File: config.mk
export PLATFORM = sky130hd
export DESIGN_NAME = stochastic_adc_backend
export DESIGN_NICKNAME = d
export VERILOG_FILES = /design/src/verilog/slice_data_pkg.sv /design/src/verilog/slice_ctl_pkg.sv /design/src/verilog/bin2thm.sv /design/src/verilog/tdc_capture.sv /design/src/verilog/wallace_adder.sv /design/src/verilog/stochastic_adc_backend.sv
export SDC_FILE = /design/constraint.sdc
export NUM_CORES = 1
export LEC_CHECK = 0
export BUFFER_PORTS_ARGS = -buffer_cell sky130_fd_sc_hd__buf_2
export CAP_MARGIN = 20
export CORE_UTILIZATION = 51
export DETAILED_ROUTE_END_ITERATION = 10
export PLACE_DENSITY = 0.82
export RECOVER_POWER = 100
export SETUP_SLACK_MARGIN = 0.2
export SLEW_MARGIN = 10
export SYNTH_ARGS = -nofsm -noshare
export SYNTH_HDL_FRONTEND = slang
export SYNTH_SLANG_ARGS = --single-unit
File: constraint.sdc
create_clock -name clk_adder -period 4.8 [get_ports clk_adder]
set_input_delay 0.96 -clock clk_adder [delete_from_list [all_inputs] [get_ports clk_adder]]
set_output_delay 0.96 -clock clk_adder [all_outputs]
set_load 0.01 [all_outputs]
File: src/verilog/slice_data_pkg.sv
`default_nettype none

package slice_data_pkg;

    // ADC code and delay chain.
    localparam int n_adc = 8;
    localparam int n_chain = (2 ** n_adc) - 1;  // One flop per LSB step.

    // First adder stage reduces groups of chain bits to partial counts.
    localparam int n_group = 16;
    localparam int n_partial = 16;
    localparam int n_part_w = $clog2(n_group + 1);  // Counts 0..16 need 5 bits.

    // Registers from the input pins to adder_out.
    localparam int pipe_depth = 3;

endpackage

`default_nettype wire

File: src/verilog/slice_ctl_pkg.sv
`default_nettype none

package slice_ctl_pkg;

    // Binary trim and delay control codes.
    localparam int n_ctl = 5;

    // Thermometer form seen by the unit cells.
    localparam int n_thm = (2 ** n_ctl) - 1;

endpackage

`default_nettype wire

File: src/verilog/bin2thm.sv
`timescale 1ns/1ps
`default_nettype none

module bin2thm
    import slice_ctl_pkg::*;
#(
    parameter int Nbit = n_ctl
) (
    input  logic [Nbit-1:0]          bin,
    output logic [(2 ** Nbit)-2:0]   thm
);

    localparam int Nthm = (2 ** Nbit) - 1;

    // Bit i turns on once the code exceeds i, so cells switch in monotonically.
    always_comb begin
        for (int i = 0; i < Nthm; i++) begin
            thm[i] = (i < int'(bin));
        end
    end

endmodule

`default_nettype wire

File: src/verilog/tdc_capture.sv
`timescale 1ns/1ps
`default_nettype none

module tdc_capture
    import slice_data_pkg::*;
(
    input  logic               clk_adder,
    input  logic               rstb,
    input  logic [n_chain-1:0] ff_out,
    input  logic               sign,
    input  logic               en_tdc_phase_reverse,
    output logic [n_chain-1:0] chain_q,
    output logic               sign_q,
    output logic               clk_tdc_phase_reverse
);

    logic en_rev_meta;  // First synchronizer flop.

    // The enable comes from a slow control domain.
    always_ff @(posedge clk_adder or negedge rstb) begin
        if (!rstb) begin
            en_rev_meta <= 1'b0;
            clk_tdc_phase_reverse <= 1'b0;
        end else begin
            en_rev_meta <= en_tdc_phase_reverse;
            clk_tdc_phase_reverse <= en_rev_meta;
        end
    end

    // A reversed chain latches inverted levels, so flip them back here.
    always_ff @(posedge clk_adder or negedge rstb) begin
        if (!rstb) begin
            chain_q <= '0;
            sign_q <= 1'b0;
        end else begin
            chain_q <= clk_tdc_phase_reverse ? ~ff_out : ff_out;
            sign_q <= sign;
        end
    end

endmodule

`default_nettype wire

File: src/verilog/wallace_adder.sv
`timescale 1ns/1ps
`default_nettype none

module wallace_adder
    import slice_data_pkg::*;
(
    input  logic               clk_adder,
    input  logic               rstb,
    input  logic [n_chain-1:0] d_in,
    input  logic               sign_in,
    output logic [n_adc-1:0]   d_out,
    output logic               sign_out
);

    logic [n_group*n_partial-1:0] d_pad;      // Chain padded to whole groups.
    logic [n_part_w-1:0]          part_q [n_partial];
    logic                         sign_d;
    logic [n_adc-1:0]             csa_a;
    logic [n_adc-1:0]             csa_b;

    function automatic logic [1:0] fa(input logic a, input logic b, input logic c);
        return {(a & b) | (a & c) | (b & c), a ^ b ^ c};  // {carry, sum}.
    endfunction

    function automatic logic [1:0] ha(input logic a, input logic b);
        return {a & b, a ^ b};
    endfunction

    // Column compression of 16 bits into a 5-bit count.
    function automatic logic [n_part_w-1:0] count16(input logic [n_group-1:0] b);
        logic [4:0]          s1;
        logic [4:0]          c1;
        logic [1:0]          s2;
        logic [1:0]          c2;
        logic [1:0]          t;
        logic [1:0]          u;
        logic                c3;
        logic                v;
        logic                w;
        logic                x;
        logic                y;
        logic                z;
        logic                z2;
        logic [n_part_w-1:0] cnt;
        int                  i;
        // Weight 1 column.
        for (i = 0; i < 5; i++) begin
            {c1[i], s1[i]} = fa(b[3*i], b[3*i+1], b[3*i+2]);
        end
        {c2[0], s2[0]} = fa(s1[0], s1[1], s1[2]);
        {c2[1], s2[1]} = fa(s1[3], s1[4], b[15]);
        {c3, cnt[0]} = ha(s2[0], s2[1]);
        // Weight 2 column.
        {u[0], t[0]} = fa(c1[0], c1[1], c1[2]);
        {u[1], t[1]} = fa(c1[3], c1[4], c2[0]);
        {w, v} = fa(t[0], t[1], c2[1]);
        {x, cnt[1]} = ha(v, c3);
        // Weight 4 and 8 columns.
        {z, y} = fa(u[0], u[1], w);
        {z2, cnt[2]} = ha(y, x);
        {cnt[4], cnt[3]} = ha(z, z2);
        return cnt;
    endfunction

    assign d_pad = {1'b0, d_in};  // Last group holds 15 real bits.

    // Stage 1 registers the partial count of each group.
    always_ff @(posedge clk_adder or negedge rstb) begin
        if (!rstb) begin
            for (int g = 0; g < n_partial; g++) begin
                part_q[g] <= '0;
            end
            sign_d <= 1'b0;
        end else begin
            for (int g = 0; g < n_partial; g++) begin
                part_q[g] <= count16(d_pad[g*n_group +: n_group]);
            end
            sign_d <= sign_in;
        end
    end

    // 3:2 carry-save reduction of the partial counts down to two operands.
    always_comb begin : csa_tree
        logic [n_adc-1:0] lvl [n_partial];
        logic [n_adc-1:0] nxt [n_partial];
        int               n;
        int               m;
        int               i;
        for (i = 0; i < n_partial; i++) begin
            lvl[i] = {{(n_adc-n_part_w){1'b0}}, part_q[i]};
        end
        for (n = n_partial; n > 2; n = m) begin
            for (i = 0; i < n_partial; i++) begin
                nxt[i] = '0;
            end
            m = 0;
            for (i = 0; i + 2 < n; i += 3) begin
                nxt[m] = lvl[i] ^ lvl[i+1] ^ lvl[i+2];
                nxt[m+1] = ((lvl[i] & lvl[i+1]) | (lvl[i] & lvl[i+2])
                           | (lvl[i+1] & lvl[i+2])) << 1;
                m += 2;
            end
            for (i = 3 * (n / 3); i < n; i++) begin
                nxt[m] = lvl[i];  // Leftover rows pass to the next level.
                m += 1;
            end
            lvl = nxt;
        end
        csa_a = lvl[0];
        csa_b = lvl[1];
    end

    // Stage 2 does the final carry-propagate add. Sum is at most 255.
    always_ff @(posedge clk_adder or negedge rstb) begin
        if (!rstb) begin
            d_out <= '0;
            sign_out <= 1'b0;
        end else begin
            d_out <= csa_a + csa_b;
            sign_out <= sign_d;
        end
    end

endmodule

`default_nettype wire

File: src/verilog/stochastic_adc_backend.sv
`timescale 1ns/1ps
`default_nettype none

module stochastic_adc_backend
    import slice_data_pkg::*;
    import slice_ctl_pkg::*;
(
    input  logic               clk_adder,
    input  logic               rstb,
    input  logic [n_chain-1:0] ff_out,
    input  logic               sign,
    input  logic               en_tdc_phase_reverse,
    input  logic [n_ctl-1:0]   ctl_v2t_p,
    input  logic [n_ctl-1:0]   ctl_v2t_n,
    input  logic [n_ctl-1:0]   ctl_dcdl,
    output logic [n_adc-1:0]   adder_out,
    output logic               sign_out,
    output logic               clk_tdc_phase_reverse,
    output logic [n_thm-1:0]   thm_ctl_v2t_p,
    output logic [n_thm-1:0]   thm_ctl_v2t_n,
    output logic [n_thm-1:0]   thm_ctl_dcdl
);

    logic [n_chain-1:0] chain_q;
    logic               sign_q;

    // V2T trim for the positive and negative side.
    bin2thm #(
        .Nbit(n_ctl)
    ) ib2tp (
        .bin(ctl_v2t_p),
        .thm(thm_ctl_v2t_p)
    );

    bin2thm #(
        .Nbit(n_ctl)
    ) ib2tn (
        .bin(ctl_v2t_n),
        .thm(thm_ctl_v2t_n)
    );

    // Coarse delay ahead of the TDC chain.
    bin2thm #(
        .Nbit(n_ctl)
    ) ib2t_tdc (
        .bin(ctl_dcdl),
        .thm(thm_ctl_dcdl)
    );

    tdc_capture icapture (
        .clk_adder(clk_adder),
        .rstb(rstb),
        .ff_out(ff_out),
        .sign(sign),
        .en_tdc_phase_reverse(en_tdc_phase_reverse),
        .chain_q(chain_q),
        .sign_q(sign_q),
        .clk_tdc_phase_reverse(clk_tdc_phase_reverse)  // Back to the delay chain.
    );

    wallace_adder iadder (
        .clk_adder(clk_adder),
        .rstb(rstb),
        .d_in(chain_q),
        .sign_in(sign_q),
        .d_out(adder_out),
        .sign_out(sign_out)
    );

endmodule

`default_nettype wire

==> load_flow_metrics.sql, run 1 <==
INSERT INTO impl_metrics (metric_group, metric, value, unit) VALUES
('timing', 'rsz0062_at_grt', 'true', ''),
('synth', 'post_synth_edffs', '0', ''),
('critical_path', 'crit_arrival', '5.03', 'ns'),
('synth', 'synth-seq-area-share', '44.62', '%'),
('critical_path', 'crit_slowest_cell', 'fa_1', ''),
('synth', 'syn_area', '19520', 'µm²'),
('final_layout', 'layout_common_cells', '415 x inv_1, 347 x dfrtp_1, 278 x buf_2, 257 x xor2_1, 238 x fa_1', ''),
('critical_path', 'crit_path_cell_trace', 'fa_1 -> inv_1 -> fa_1 -> fa_1 -> fa_1 -> fa_1 -> fa_1 -> inv_1 -> ha_4 -> fa_2 -> a21o_1 -> a21oi_2 -> xnor2_1', ''),
('critical_path', 'timing.critical_path.slowest_cell_delay', '0.55', 'ns'),
('drt', 'route.detailed.drc', '0', ''),
('critical_path', 'worst_r2r_path_depth', '13', ''),
('timing', 'hold_viol', '0', ''),
('placement', 'routabilityCongestion', '0.7838', ''),
('drt', 'drt_first_pass_iters', '4', ''),
('timing', 'maxSlewViolCount', '229', ''),
('synth', 'yosys_register_bits', '348', ''),
('clock_network', 'cts_made_buffers', '38', ''),
('synth', 'synthesis.yosys.warnings', '0', ''),
('hold_path', 'worst_hold_path.num_cells', '0', ''),
('synth', 'synth-main-ff-cell', 'dfrtp_1', ''),
('final_layout', 'number_of_nets_in_the_layout', '2492', ''),
('global_route', 'grt_use_total', '20.27', '%'),
('synth', 'share_of_the_synthesized_area_in_the_top_cell_type', '44.62', '%'),
('clock_network', 'cts_tree', 'done', ''),
('floorplan', 'fp.dieH', '197.6', 'µm'),
('final_layout', 'design_area', '22900', 'µm²'),
('critical_path', 'worst_setup_path_startpoint', 'iadder.part_q[22]$_DFF_PN0_', ''),
('critical_path', 'path_class', 'flop to flop', ''),
('synth', 'synth-async-reset-ratio', '100.0', '%'),
('placement', 'postPlaceCellArea', '21740', 'µm²'),
('run', 'max-cap-violations', '2', ''),
('final_layout', 'layout_area_overhead', '17.36', '%'),
('clock_network', 'cts_hold_buf', '0', ''),
('synth', 'yosys-top-cells-area', 'dfrtp_1 45%, fa_1 25%, xor2_1 12%', ''),
('critical_path', 'critical_path.reg2reg.startpoint', 'iadder.part_q[22]$_DFF_PN0_', ''),
('floorplan', 'floorplan.initialDensity', '51.81', '%'),
('critical_path', 'cp-end-kind', 'flop', ''),
('clock_network', 'clkSinkCount', '348', ''),
('timing', 'layout_min_cycle_time', '4.575', 'ns'),
('synth', 'syn-mean-instance-area', '12.87', 'µm²'),
('global_route', 'first_global_vias', '12200', ''),
('placement', 'hpwl', '29.59', 'mm'),
('timing', 'timing_worst_slew_pin_value', '4.014', 'ns'),
('final_layout', 'most_common_cell_after_layout_fill_and_taps_aside', 'inv_1', ''),
('global_route', 'pin_count_of_the_biggest_net_entering_global_routing', '134', ''),
('critical_path', 'highest_net_fanout_along_the_worst_path', '2', ''),
('drt', 'viasPerCell', '4.507', ''),
('outcome', 'outcome', 'finished with violations', ''),
('timing', 'finalSetupViolations', '0', ''),
('floorplan', 'core_area', '37670', 'µm²'),
('final_layout', 'layout-drive-gt1-share', '18.78', '%'),
('placement', 'pre_cts_setup_slack', '-0.007310', 'ns'),
('global_route', 'globalRouteOverflowTotal', '0', ''),
('critical_path', 'worst_path_most_repeated_cell', 'fa_1', ''),
('clock_network', 'cts-root-to-sink-buffers', '3', ''),
('timing', 'max_clock_freq', '218.6', 'MHz'),
('final_layout', 'layoutNonFillerInstCount', '2436', ''),
('drt', 'totalWireLength', '37.77', 'mm'),
('placement', 'buffer_ports.inserted', '376', ''),
('global_route', 'number_of_antenna_violations_at_the_first_check_in_global_routing', '3', ''),
('floorplan', 'num_io_pins', '377', ''),
('clock_network', 'clk_pin_slew_worst_paths', '0.06', 'ns'),
('synth', 'yosys.cell_types.count', '37', ''),
('clock_network', 'cts-root-buf', 'clkbuf_16', ''),
('critical_path', 'timing.critical_path.from_type', 'flop', ''),
('outcome', 'failed_checks', 'max-capacitance violations, max-slew violations', ''),
('final_layout', 'post-route-util', '60.81', '%'),
('floorplan', 'fp.dieArea', '39050', 'µm²'),
('critical_path', 'ff2ff_setup_slack', '0.22', 'ns'),
('synth', 'synth_area_leader_cell', 'dfrtp_1', ''),
('critical_path', 'setup.worst_path.end', 'iadder.d_out[6]$_DFF_PN0_', '');
==> synth_stat cells (2+ instances only) <==
| master | count |
|---|---|
| o31a_1 | 2 |
| fa_1 | 241 |
| dfrtp_1 | 348 |
| a21boi_1 | 5 |
| or3_1 | 2 |
| a21boi_0 | 9 |
| buf_6 | 30 |
| buf_4 | 3 |
| a21o_1 | 3 |
| and3_1 | 2 |
| o21bai_1 | 15 |
| nand2_1 | 25 |
| buf_2 | 9 |
| nand3_1 | 3 |
| xor2_1 | 257 |
| ha_1 | 81 |
| o21ai_0 | 3 |
| nand2b_1 | 4 |
| o211ai_1 | 2 |
| a21oi_1 | 6 |
| nor2b_1 | 4 |
| nor3_1 | 2 |
| inv_1 | 416 |
| xnor2_1 | 4 |
| nor2_1 | 28 |
==> sequential cells by signal, summed over array words and instances, names as in the netlist <==
name / flops
icapture.clk_tdc_phase_reverse: 1
icapture.sign_q: 1
iadder.sign_d: 1
iadder.sign_out: 1
icapture.en_rev_meta: 1
iadder.d_out: 8
icapture.chain_q: 255
iadder.part_q: 80
==> how the worst min path moves through the flow <==
stage / startpoint / endpoint / slack (ns)
floorplan: icapture.sign_q$_DFF_PN0_ / iadder.sign_d$_DFF_PN0_ / 0.33
global placement: iadder.sign_d$_DFF_PN0_ / iadder.sign_out$_DFF_PN0_ / 0.34
detailed placement: icapture.sign_q$_DFF_PN0_ / iadder.sign_d$_DFF_PN0_ / 0.34
CTS: icapture.sign_q$_DFF_PN0_ / iadder.sign_d$_DFF_PN0_ / 0.35
global route: icapture.sign_q$_DFF_PN0_ / iadder.sign_d$_DFF_PN0_ / 0.36
finish: icapture.sign_q$_DFF_PN0_ / iadder.sign_d$_DFF_PN0_ / 0.35
==> cells by family after synthesis <==
kind of cell / Yosys count / synth area share, %
buf+inv: 459 / 10.10
flops: 348 / 44.62
compound gates: 52 / 1.943
xor+xnor: 261 / 11.71
fa+ha+maj: 322 / 29.91
simple gates: 74 / 1.712
==> per-stage QoR <==
stage          hold WS (ns)   TNS (ns)
3_3_place_gp         0.3366          0
3_5_place_dp         0.3373  -0.007310
4_1_cts              0.3494          0
5_1_grt              0.3583          0
6_report             0.3458          0
2_1_floorplan        0.3312          0
==> critical path, delay by kind of cell, from the launching register on <==
kind,cells,cell delay [ns]
flip-flops,1,0.38
buffers and inverters,2,0.13
XOR/XNOR,1,0.12
adder cells (fa/ha/maj),8,3.54
AO/OA/AOI/OAI,2,0.32
==> layer usage <==
layer,global-route usage (%),part of all wire [%],wire (µm)
met1,24.56,39,14740
met3,3.312,5.2,1957
met4,7.522,3.3,1259
met2,36.35,52,19810
met5,0,0,0
==> layout make-up <==
class | count | area, µm²
fill | 2980 | 14760
multi-input combinational | 709 | 8876
sequential | 348 | 8712
timing repair buffer | 383 | 1821
inverter | 416 | 1562
clock buffer | 53 | 1109
tap | 511 | 639.4
clock inverter | 13 | 178.9
antenna | 3 | 7.507
==> what timing repair did <==
action,in CTS,in global routing
setup endpoints to repair,3,4
cloned,0,0
pin swaps,21,6
resized for setup,7,4
buffers inserted,2,0
Power of run 1 is not shown: default switching activity piles up to over one toggle a cycle in this logic, so the estimate is an artifact.
==> inputs of run 2 (changes only) <==
--- a/config.mk
+++ b/config.mk
@@ -5,6 +5,7 @@
 export SDC_FILE = /design/constraint.sdc
 export NUM_CORES = 1
 export LEC_CHECK = 0
+export ABC_AREA = 1
 export BUFFER_PORTS_ARGS = -buffer_cell sky130_fd_sc_hd__buf_2
 export CAP_MARGIN = 20
 export CORE_UTILIZATION = 51
==> load_flow_metrics.sql, run 2 <==
INSERT INTO impl_metrics (metric_group, metric, value, unit) VALUES
('final_layout', 'number_of_nets_in_the_layout', '2543', ''),
('timing', 'finalSetupViolations', '0', ''),
('global_route', 'grt_use_total', '20.29', '%'),
('critical_path', 'crit_path_cell_trace', 'inv_1 -> fa_1 -> inv_2 -> fa_2 -> inv_1 -> fa_2 -> fa_1 -> fa_1 -> inv_1 -> fa_1 -> ha_1 -> or2_4 -> nand3_1 -> nand2_1 -> nand2_1 -> nand2_1', ''),
('placement', 'hpwl', '29.83', 'mm'),
('synth', 'share_of_the_synthesized_area_in_the_top_cell_type', '44.00', '%'),
('synth', 'synth.top_cells.by_count', '441 x inv_1, 348 x dfrtp_1, 257 x xor2_1', ''),
('critical_path', 'path_delay_family', 'adder cells', ''),
('synth', 'yosysMostFrequentCell', 'inv_1', ''),
('synth', 'synth-main-ff-cell', 'dfrtp_1', ''),
('final_layout', 'layout_area_overhead', '16.08', '%'),
('placement', 'buffer_ports.inserted', '376', ''),
('global_route', 'first_global_vias', '12470', ''),
('timing', 'maxSlewViolCount', '372', ''),
('final_layout', 'largest_register_ff_count', '255', ''),
('critical_path', 'timing.critical_path.slowest_cell_delay', '0.54', 'ns'),
('global_route', 'globalRouteOverflowTotal', '0', ''),
('drt', 'route.detailed.drc', '0', ''),
('synth', 'synthesis.yosys.warnings', '0', ''),
('drt', 'detailroute.via_count', '11230', ''),
('hold_path', 'min-delay-path-class', 'flop to flop', ''),
('clock_network', 'clkSinkCount', '348', ''),
('synth', 'yosys_register_bits', '348', ''),
('timing', 'clock_skew_after_layout', '0.01956', 'ns'),
('drt', 'postRouteAntennaNets', '0', ''),
('clock_network', 'cts_made_buffers', '37', ''),
('synth', 'synthXorXnorAreaFrac', '11.42', '%'),
('clock_network', 'cts-htree-levels', '2', ''),
('critical_path', 'worst-endpoint-required', '5.22', 'ns'),
('floorplan', 'fp.dieArea', '39600', 'µm²'),
('global_route', 'grt_first_pass_wirelength', '60.43', 'mm'),
('drt', 'drt_first_pass_iters', '6', ''),
('critical_path', 'critical_path_buf_inv_count', '4', ''),
('critical_path', 'cp-end-kind', 'flop', ''),
('final_layout', 'layout_top_registers', 'icapture.chain_q: 255 flops, iadder.part_q: 80 flops, iadder.d_out: 8 flops', ''),
('synth', 'syn-mean-instance-area', '12.70', 'µm²'),
('placement', 'postPlaceCellArea', '21800', 'µm²'),
('critical_path', 'timing.critical_path.from_type', 'flop', ''),
('clock_network', 'cts-root-buf', 'clkbuf_16', ''),
('clock_network', 'cts-root-to-sink-buffers', '3', ''),
('final_layout', 'layout-drive-gt1-share', '18.99', '%'),
('synth', 'synth_top_family_by_area', 'adder cells', ''),
('synth', 'synth_area_leader_cell', 'dfrtp_1', ''),
('synth', 'synth-seq-area-share', '44.00', '%'),
('placement', 'pre_cts_setup_slack', '0.07247', 'ns'),
('critical_path', 'worst_path_most_repeated_cell', 'fa_1', ''),
('clock_network', 'cts_hold_buf', '0', ''),
('outcome', 'failed_checks', 'max-capacitance violations, max-slew violations', ''),
('floorplan', 'die_w', '199.0', 'µm'),
('timing', 'timing_worst_slew_pin_value', '2.938', 'ns'),
('synth', 'yosys.area_share.adder', '29.50', '%'),
('critical_path', 'crit_slowest_cell', 'fa_1', ''),
('synth', 'yosys-top-cells-area', 'dfrtp_1 44%, fa_1 24%, xor2_1 11%', ''),
('synth', 'compound_cell_area_share_of_the_yosys_netlist', '1.125', '%'),
('final_layout', 'design_area', '22970', 'µm²'),
('floorplan', 'core_area', '37930', 'µm²'),
('drt', 'viasPerCell', '4.513', ''),
('timing', 'rsz0062_at_grt', 'true', ''),
('final_layout', 'layout.filler_cells', '2943', ''),
('synth', 'post_synth_edffs', '0', ''),
('clock_network', 'clk_pin_slew_worst_paths', '0.06', 'ns'),
('timing', 'post_route_fraction_of_the_period_consumed_by_the_critical_path', '94.76', '%'),
('clock_network', 'cts_tree', 'done', ''),
('synth', 'mappedNetlistNets', '2154', ''),
('synth', 'yosys.cell_types.count', '27', ''),
('placement', 'routabilityCongestion', '0.7969', ''),
('timing', 'hold_viol', '0', ''),
('floorplan', 'num_io_pins', '377', ''),
('final_layout', 'most_common_cell_after_layout_fill_and_taps_aside', 'inv_1', ''),
('synth', 'synth.area.mux_share', '0', '%'),
('final_layout', 'post-route-util', '60.56', '%'),
('timing', 'max_clock_freq', '219.8', 'MHz'),
('critical_path', 'highest_net_fanout_along_the_worst_path', '5', ''),
('run', 'max-cap-violations', '4', ''),
('synth', 'synth-async-reset-ratio', '100.0', '%'),
('timing', 'slew-limit-headroom', '-95.90', '%'),
('timing', 'finalSetupTns', '0', 'ns'),
('floorplan', 'rows', '71', ''),
('timing', 'worst_slack', '0.2513', 'ns'),
('global_route', 'pin_count_of_the_biggest_net_entering_global_routing', '161', ''),
('final_layout', 'layout_common_cells', '437 x inv_1, 348 x dfrtp_1, 279 x buf_2, 257 x xor2_1, 236 x fa_1', ''),
('critical_path', 'crit_arrival', '4.97', 'ns'),
('drt', 'first_iter_violations', '309', ''),
('critical_path', 'path_class', 'flop to flop', ''),
('drt', 'detail_route.wl_per_cell', '15.57', 'µm'),
('synth', 'synth-simple-area-share', '2.371', '%'),
('timing', 'layout_min_cycle_time', '4.549', 'ns'),
('floorplan', 'floorplan.initialDensity', '52.17', '%'),
('final_layout', 'largest_register_by_flop_count', 'icapture.chain_q', ''),
('synth', 'syn_area', '19790', 'µm²'),
('floorplan', 'fp.dieH', '199.0', 'µm'),
('clock_network', 'clk_latency', '0.54', 'ns'),
('global_route', 'number_of_antenna_violations_at_the_first_check_in_global_routing', '6', ''),
('drt', 'totalWireLength', '38.75', 'mm'),
('synth', 'syn-instance-count', '1558', ''),
('outcome', 'outcome', 'finished with violations', '');
-- run 2: cell count changes in the layout (fill, tap and decap cells not counted), moves of 6 or more --
cell,before,now
nand2_1,25,57
inv_1,415,437
o21ai_0,3,22
o21bai_1,15,0
a21boi_0,14,0
nand3_1,3,13
a21oi_1,3,11
inv_2,1,7
-- run 2: worst paths after layout --
| path | startpoint | endpoint | slack (ns) | cells after the start |
|---|---|---|---|---|
| min reg2reg | icapture.sign_q$_DFF_PN0_ | iadder.sign_d$_DFF_PN0_ | 0.35 | 0 |
| max | iadder.part_q[54]$_DFF_PN0_ | iadder.d_out[7]$_DFF_PN0_ | 0.25 | 16 |
| min | icapture.sign_q$_DFF_PN0_ | iadder.sign_d$_DFF_PN0_ | 0.35 | 0 |
| min in group asynchronous | rstb | icapture.chain_q[251]$_DFF_PN0_ | 1.35 | 1 |
| max in group asynchronous | rstb | icapture.chain_q[86]$_DFF_PN0_ | 1.28 | 2 |
| max reg2reg | iadder.part_q[54]$_DFF_PN0_ | iadder.d_out[7]$_DFF_PN0_ | 0.25 | 16 |
-- run 2: repair_timing --
action / CTS / global route
pin swaps: 9 / 25
setup buffers: 0 / 4
gates resized for setup: 6 / 18
endpoints found under the setup margin: 4 / 5
-- run 2: routing by layer --
metal  vias to the layer above  GRT usage (%)  share of wire, %
met2                       389          37.00                52
met5                         -              0              0.14
met1                      5565          23.06                38
met3                        95          4.781               6.0
li1                       5172              -                 -
met4                         8          7.350               3.4
-- run 2: cell type report --
class,count,area (µm²),area share [%]
diodes,2,5.005,0.02179
clock buffers,44,1002,4.363
clock inverters,23,246.5,1.073
inverters,445,1670,7.271
multi-input cells,729,8831,38.44
flip-flops and latches,348,8708,37.91
well taps,511,639.4,2.783
repair buffers,386,1869,8.137
-- run 2: cells by family (layout without fill, tap and decap cells) --
logic type               after synthesis  after routing
AO/OA/AOI/OAI                         41             41
XOR/XNOR                             258            258
adder cells (fa/ha/maj)              322            322
buffers and inverters                481            898
flip-flops                           348            348
other                                  0              2
AND/OR/NAND/NOR                      108            108
-- run 2: per-stage QoR --
step                std cells  hold slack [ns]
detailed placement       2415           0.3395
finish                   2488           0.3518
global route             2487           0.3661
floorplan                1558           0.3312
global placement         2415           0.3318
CTS                      2482           0.3538
-- run 2: worst register-to-register path, cell delays in order (launching register included) --
cell and delay [ns]:
dfrtp_1 0.33, inv_1 0.05, fa_1 0.54, inv_2 0.04, fa_2 0.54, inv_1 0.06
fa_2 0.53, fa_1 0.42, fa_1 0.50, inv_1 0.06, fa_1 0.46, ha_1 0.38
or2_4 0.26, nand3_1 0.08, nand2_1 0.05, nand2_1 0.06, nand2_1 0.06
Power of run 2 is left out for the same reason.
==> inputs of run 3 (changes only) <==
--- a/config.mk
+++ b/config.mk
@@ -8,9 +8,10 @@
 export ABC_AREA = 1
 export BUFFER_PORTS_ARGS = -buffer_cell sky130_fd_sc_hd__buf_2
 export CAP_MARGIN = 20
-export CORE_UTILIZATION = 51
+export CORE_UTILIZATION = 52
+export CTS_BUF_LIST = sky130_fd_sc_hd__clkbuf_4 sky130_fd_sc_hd__clkbuf_8
 export DETAILED_ROUTE_END_ITERATION = 10
-export PLACE_DENSITY = 0.82
+export PLACE_DENSITY = 0.84
 export RECOVER_POWER = 100
 export SETUP_SLACK_MARGIN = 0.2
 export SLEW_MARGIN = 10
==> load_flow_metrics.sql, run 3 (synthesized netlist as in run 2, its figures left out) <==
INSERT INTO impl_metrics (metric_group, metric, value, unit) VALUES
('timing', 'post_route_fraction_of_the_period_consumed_by_the_critical_path', '93.77', '%'),
('placement', 'hpwl', '29.59', 'mm'),
('clock_network', 'clk_pin_slew_worst_paths', '0.06', 'ns'),
('critical_path', 'timing.critical_path.from_type', 'flop', ''),
('drt', 'viasPerCell', '4.466', ''),
('outcome', 'failed_checks', 'max-capacitance violations, max-slew violations', ''),
('critical_path', 'cp-end-kind', 'flop', ''),
('floorplan', 'num_io_pins', '377', ''),
('drt', 'route.detailed.drc', '0', ''),
('global_route', 'grt_use_total', '20.54', '%'),
('clock_network', 'clk_latency', '0.63', 'ns'),
('global_route', 'first_global_vias', '12740', ''),
('clock_network', 'cts-root-buf', 'clkbuf_8', ''),
('timing', 'rsz0062_at_grt', 'false', ''),
('floorplan', 'fp.dieArea', '38840', 'µm²'),
('final_layout', 'regArea', '8708', 'µm²'),
('timing', 'layout_min_cycle_time', '4.501', 'ns'),
('global_route', 'pin_count_of_the_biggest_net_entering_global_routing', '165', ''),
('floorplan', 'fp.dieH', '197.1', 'µm'),
('final_layout', 'layout_common_cells', '439 x inv_1, 348 x dfrtp_1, 277 x buf_2, 257 x xor2_1, 237 x fa_1', ''),
('critical_path', 'crit_path_cell_trace', 'fa_1 -> fa_1 -> inv_1 -> fa_1 -> fa_1 -> fa_1 -> inv_1 -> fa_1 -> ha_1 -> or2_2 -> nand3_1 -> nand2_1 -> nand2_1 -> nand2_1', ''),
('timing', 'clock_skew_after_layout', '0.02730', 'ns'),
('drt', 'first_iter_violations', '280', ''),
('critical_path', 'path_class', 'flop to flop', ''),
('final_layout', 'most_common_cell_after_layout_fill_and_taps_aside', 'inv_1', ''),
('final_layout', 'layout.filler_cells', '2888', ''),
('critical_path', 'crit_slowest_cell', 'fa_1', ''),
('final_layout', 'number_of_nets_in_the_layout', '2559', ''),
('floorplan', 'core_area', '37580', 'µm²'),
('timing', 'hold_viol', '0', ''),
('drt', 'totalWireLength', '37.75', 'mm'),
('floorplan', 'floorplan.initialDensity', '52.67', '%'),
('critical_path', 'highest_net_fanout_along_the_worst_path', '5', ''),
('timing', 'max_clock_freq', '222.2', 'MHz'),
('critical_path', 'crit_arrival', '5.02', 'ns'),
('drt', 'detail_route.wl_per_cell', '14.94', 'µm'),
('run', 'max-cap-violations', '6', ''),
('critical_path', 'worst_path_most_repeated_cell', 'fa_1', ''),
('floorplan', 'rows', '71', ''),
('timing', 'timing_worst_slew_pin_value', '3.134', 'ns'),
('timing', 'slew-limit-headroom', '-108.9', '%'),
('global_route', 'number_of_antenna_violations_at_the_first_check_in_global_routing', '14', ''),
('clock_network', 'cts_made_buffers', '57', ''),
('critical_path', 'timing.critical_path.slowest_cell_delay', '0.56', 'ns'),
('timing', 'finalSetupTns', '0', 'ns'),
('final_layout', 'layout-drive-gt1-share', '19.98', '%'),
('floorplan', 'die_w', '197.1', 'µm'),
('critical_path', 'worst-endpoint-required', '5.32', 'ns'),
('final_layout', 'largest_register_by_flop_count', 'icapture.chain_q', ''),
('clock_network', 'clkSinkCount', '348', ''),
('drt', 'drt_first_pass_iters', '7', ''),
('clock_network', 'cts_tree', 'done', ''),
('drt', 'postRouteAntennaNets', '0', ''),
('global_route', 'grt_first_pass_wirelength', '60.93', 'mm'),
('hold_path', 'min-delay-path-class', 'input port to async pin', ''),
('final_layout', 'layout_top_registers', 'icapture.chain_q: 255 flops, iadder.part_q: 80 flops, iadder.d_out: 8 flops', ''),
('clock_network', 'cts_hold_buf', '0', ''),
('timing', 'finalSetupViolations', '0', ''),
('placement', 'buffer_ports.inserted', '376', ''),
('final_layout', 'multi_input_area', '8823', 'µm²'),
('clock_network', 'cts-root-to-sink-buffers', '3', ''),
('final_layout', 'layout_area_overhead', '15.97', '%'),
('outcome', 'outcome', 'finished with violations', ''),
('final_layout', 'largest_register_ff_count', '255', ''),
('drt', 'detailroute.via_count', '11290', ''),
('clock_network', 'cts-htree-levels', '2', ''),
('clock_network', 'post_cts.repair.setup_buffers', '0', ''),
('placement', 'routabilityCongestion', '0.8107', ''),
('timing', 'maxSlewViolCount', '506', ''),
('global_route', 'globalRouteOverflowTotal', '0', '');
[run 3: changes by cell type in the layout (fill, tap and decap cells not counted), moves of 3 or more]
cell and delta:
buf_12 -3, diode_2 +7, clkbuf_4 +18, inv_6 -4, clkinv_2 -3, clkinvlp_4 -4
clkbuf_8 +70, clkbuf_16 -37, buf_4 -4
[run 3: per-layer routing]
metal | track usage [%] | routed length, µm | vias to the layer above
met4 | 8.728 | 1267 | 10
met5 | 0 | 57 | -
met2 | 36.28 | 19550 | 377
met1 | 23.52 | 14540 | 5570
li1 | - | - | 5231
met3 | 5.498 | 2335 | 97
[run 3: repair_timing]
action | in CTS | in global routing
pin swaps | 4 | 20
hold endpoints to repair | 0 | 0
setup endpoints to repair | 3 | 5
resized for setup | 3 | 14
[run 3: final timing paths]
check,from,end,slack [ns],cells after the start
min in group clk_adder,iadder.sign_d$_DFF_PN0_,iadder.sign_out$_DFF_PN0_,0.35,0
worst min-delay path,rstb,icapture.chain_q[233]$_DFF_PN0_,0.30,1
worst max-delay path,iadder.part_q[69]$_DFF_PN0_,iadder.d_out[7]$_DFF_PN0_,0.30,14
worst max register to register,iadder.part_q[69]$_DFF_PN0_,iadder.d_out[7]$_DFF_PN0_,0.30,14
worst min register to register,iadder.sign_d$_DFF_PN0_,iadder.sign_out$_DFF_PN0_,0.35,0
max in group asynchronous,rstb,icapture.chain_q[23]$_DFF_PN0_,0.99,2
[run 3: metrics by stage]
| step | hold slack [ns] | area (µm²) | util [%] | worst slack (ns) | std cells |
|---|---|---|---|---|---|
| 6_report | 0.2971 | 22950 | 61.08 | 0.2990 | 2527 |
| 5_1_grt | 0.3157 | 22940 | 61.06 | 0.09834 | 2524 |
| 4_1_cts | 0.2889 | 23090 | 61.45 | 0.2070 | 2518 |
| 3_5_place_dp | 0.3347 | 21800 | 58.01 | 0.07323 | 2415 |
| 3_3_place_gp | 0.3324 | 21800 | 58.01 | 0.1374 | 2415 |
| 2_1_floorplan | 0.3312 | 19790 | - | 0.2408 | 1558 |
[run 3: cell type report]
type | instances | area share [%]
Tap cell | 511 | 2.786
Sequential cell | 348 | 37.94
Antenna cell | 9 | 0.09813
Clock inverter | 10 | 0.4634
Timing Repair Buffer | 382 | 7.899
Clock buffer | 93 | 5.086
Multi-Input combinational cell | 729 | 38.45
Inverter | 445 | 7.278
[run 3: worst max-delay path, delay by kind of cell (launching register included)]
kind	cells	cell delay [ns]
and+or+nand+nor	5	0.57
DFF	1	0.38
buffers and inverters	2	0.11
adders and majority gates	7	3.36
Power of run 3 is left out for the same reason.
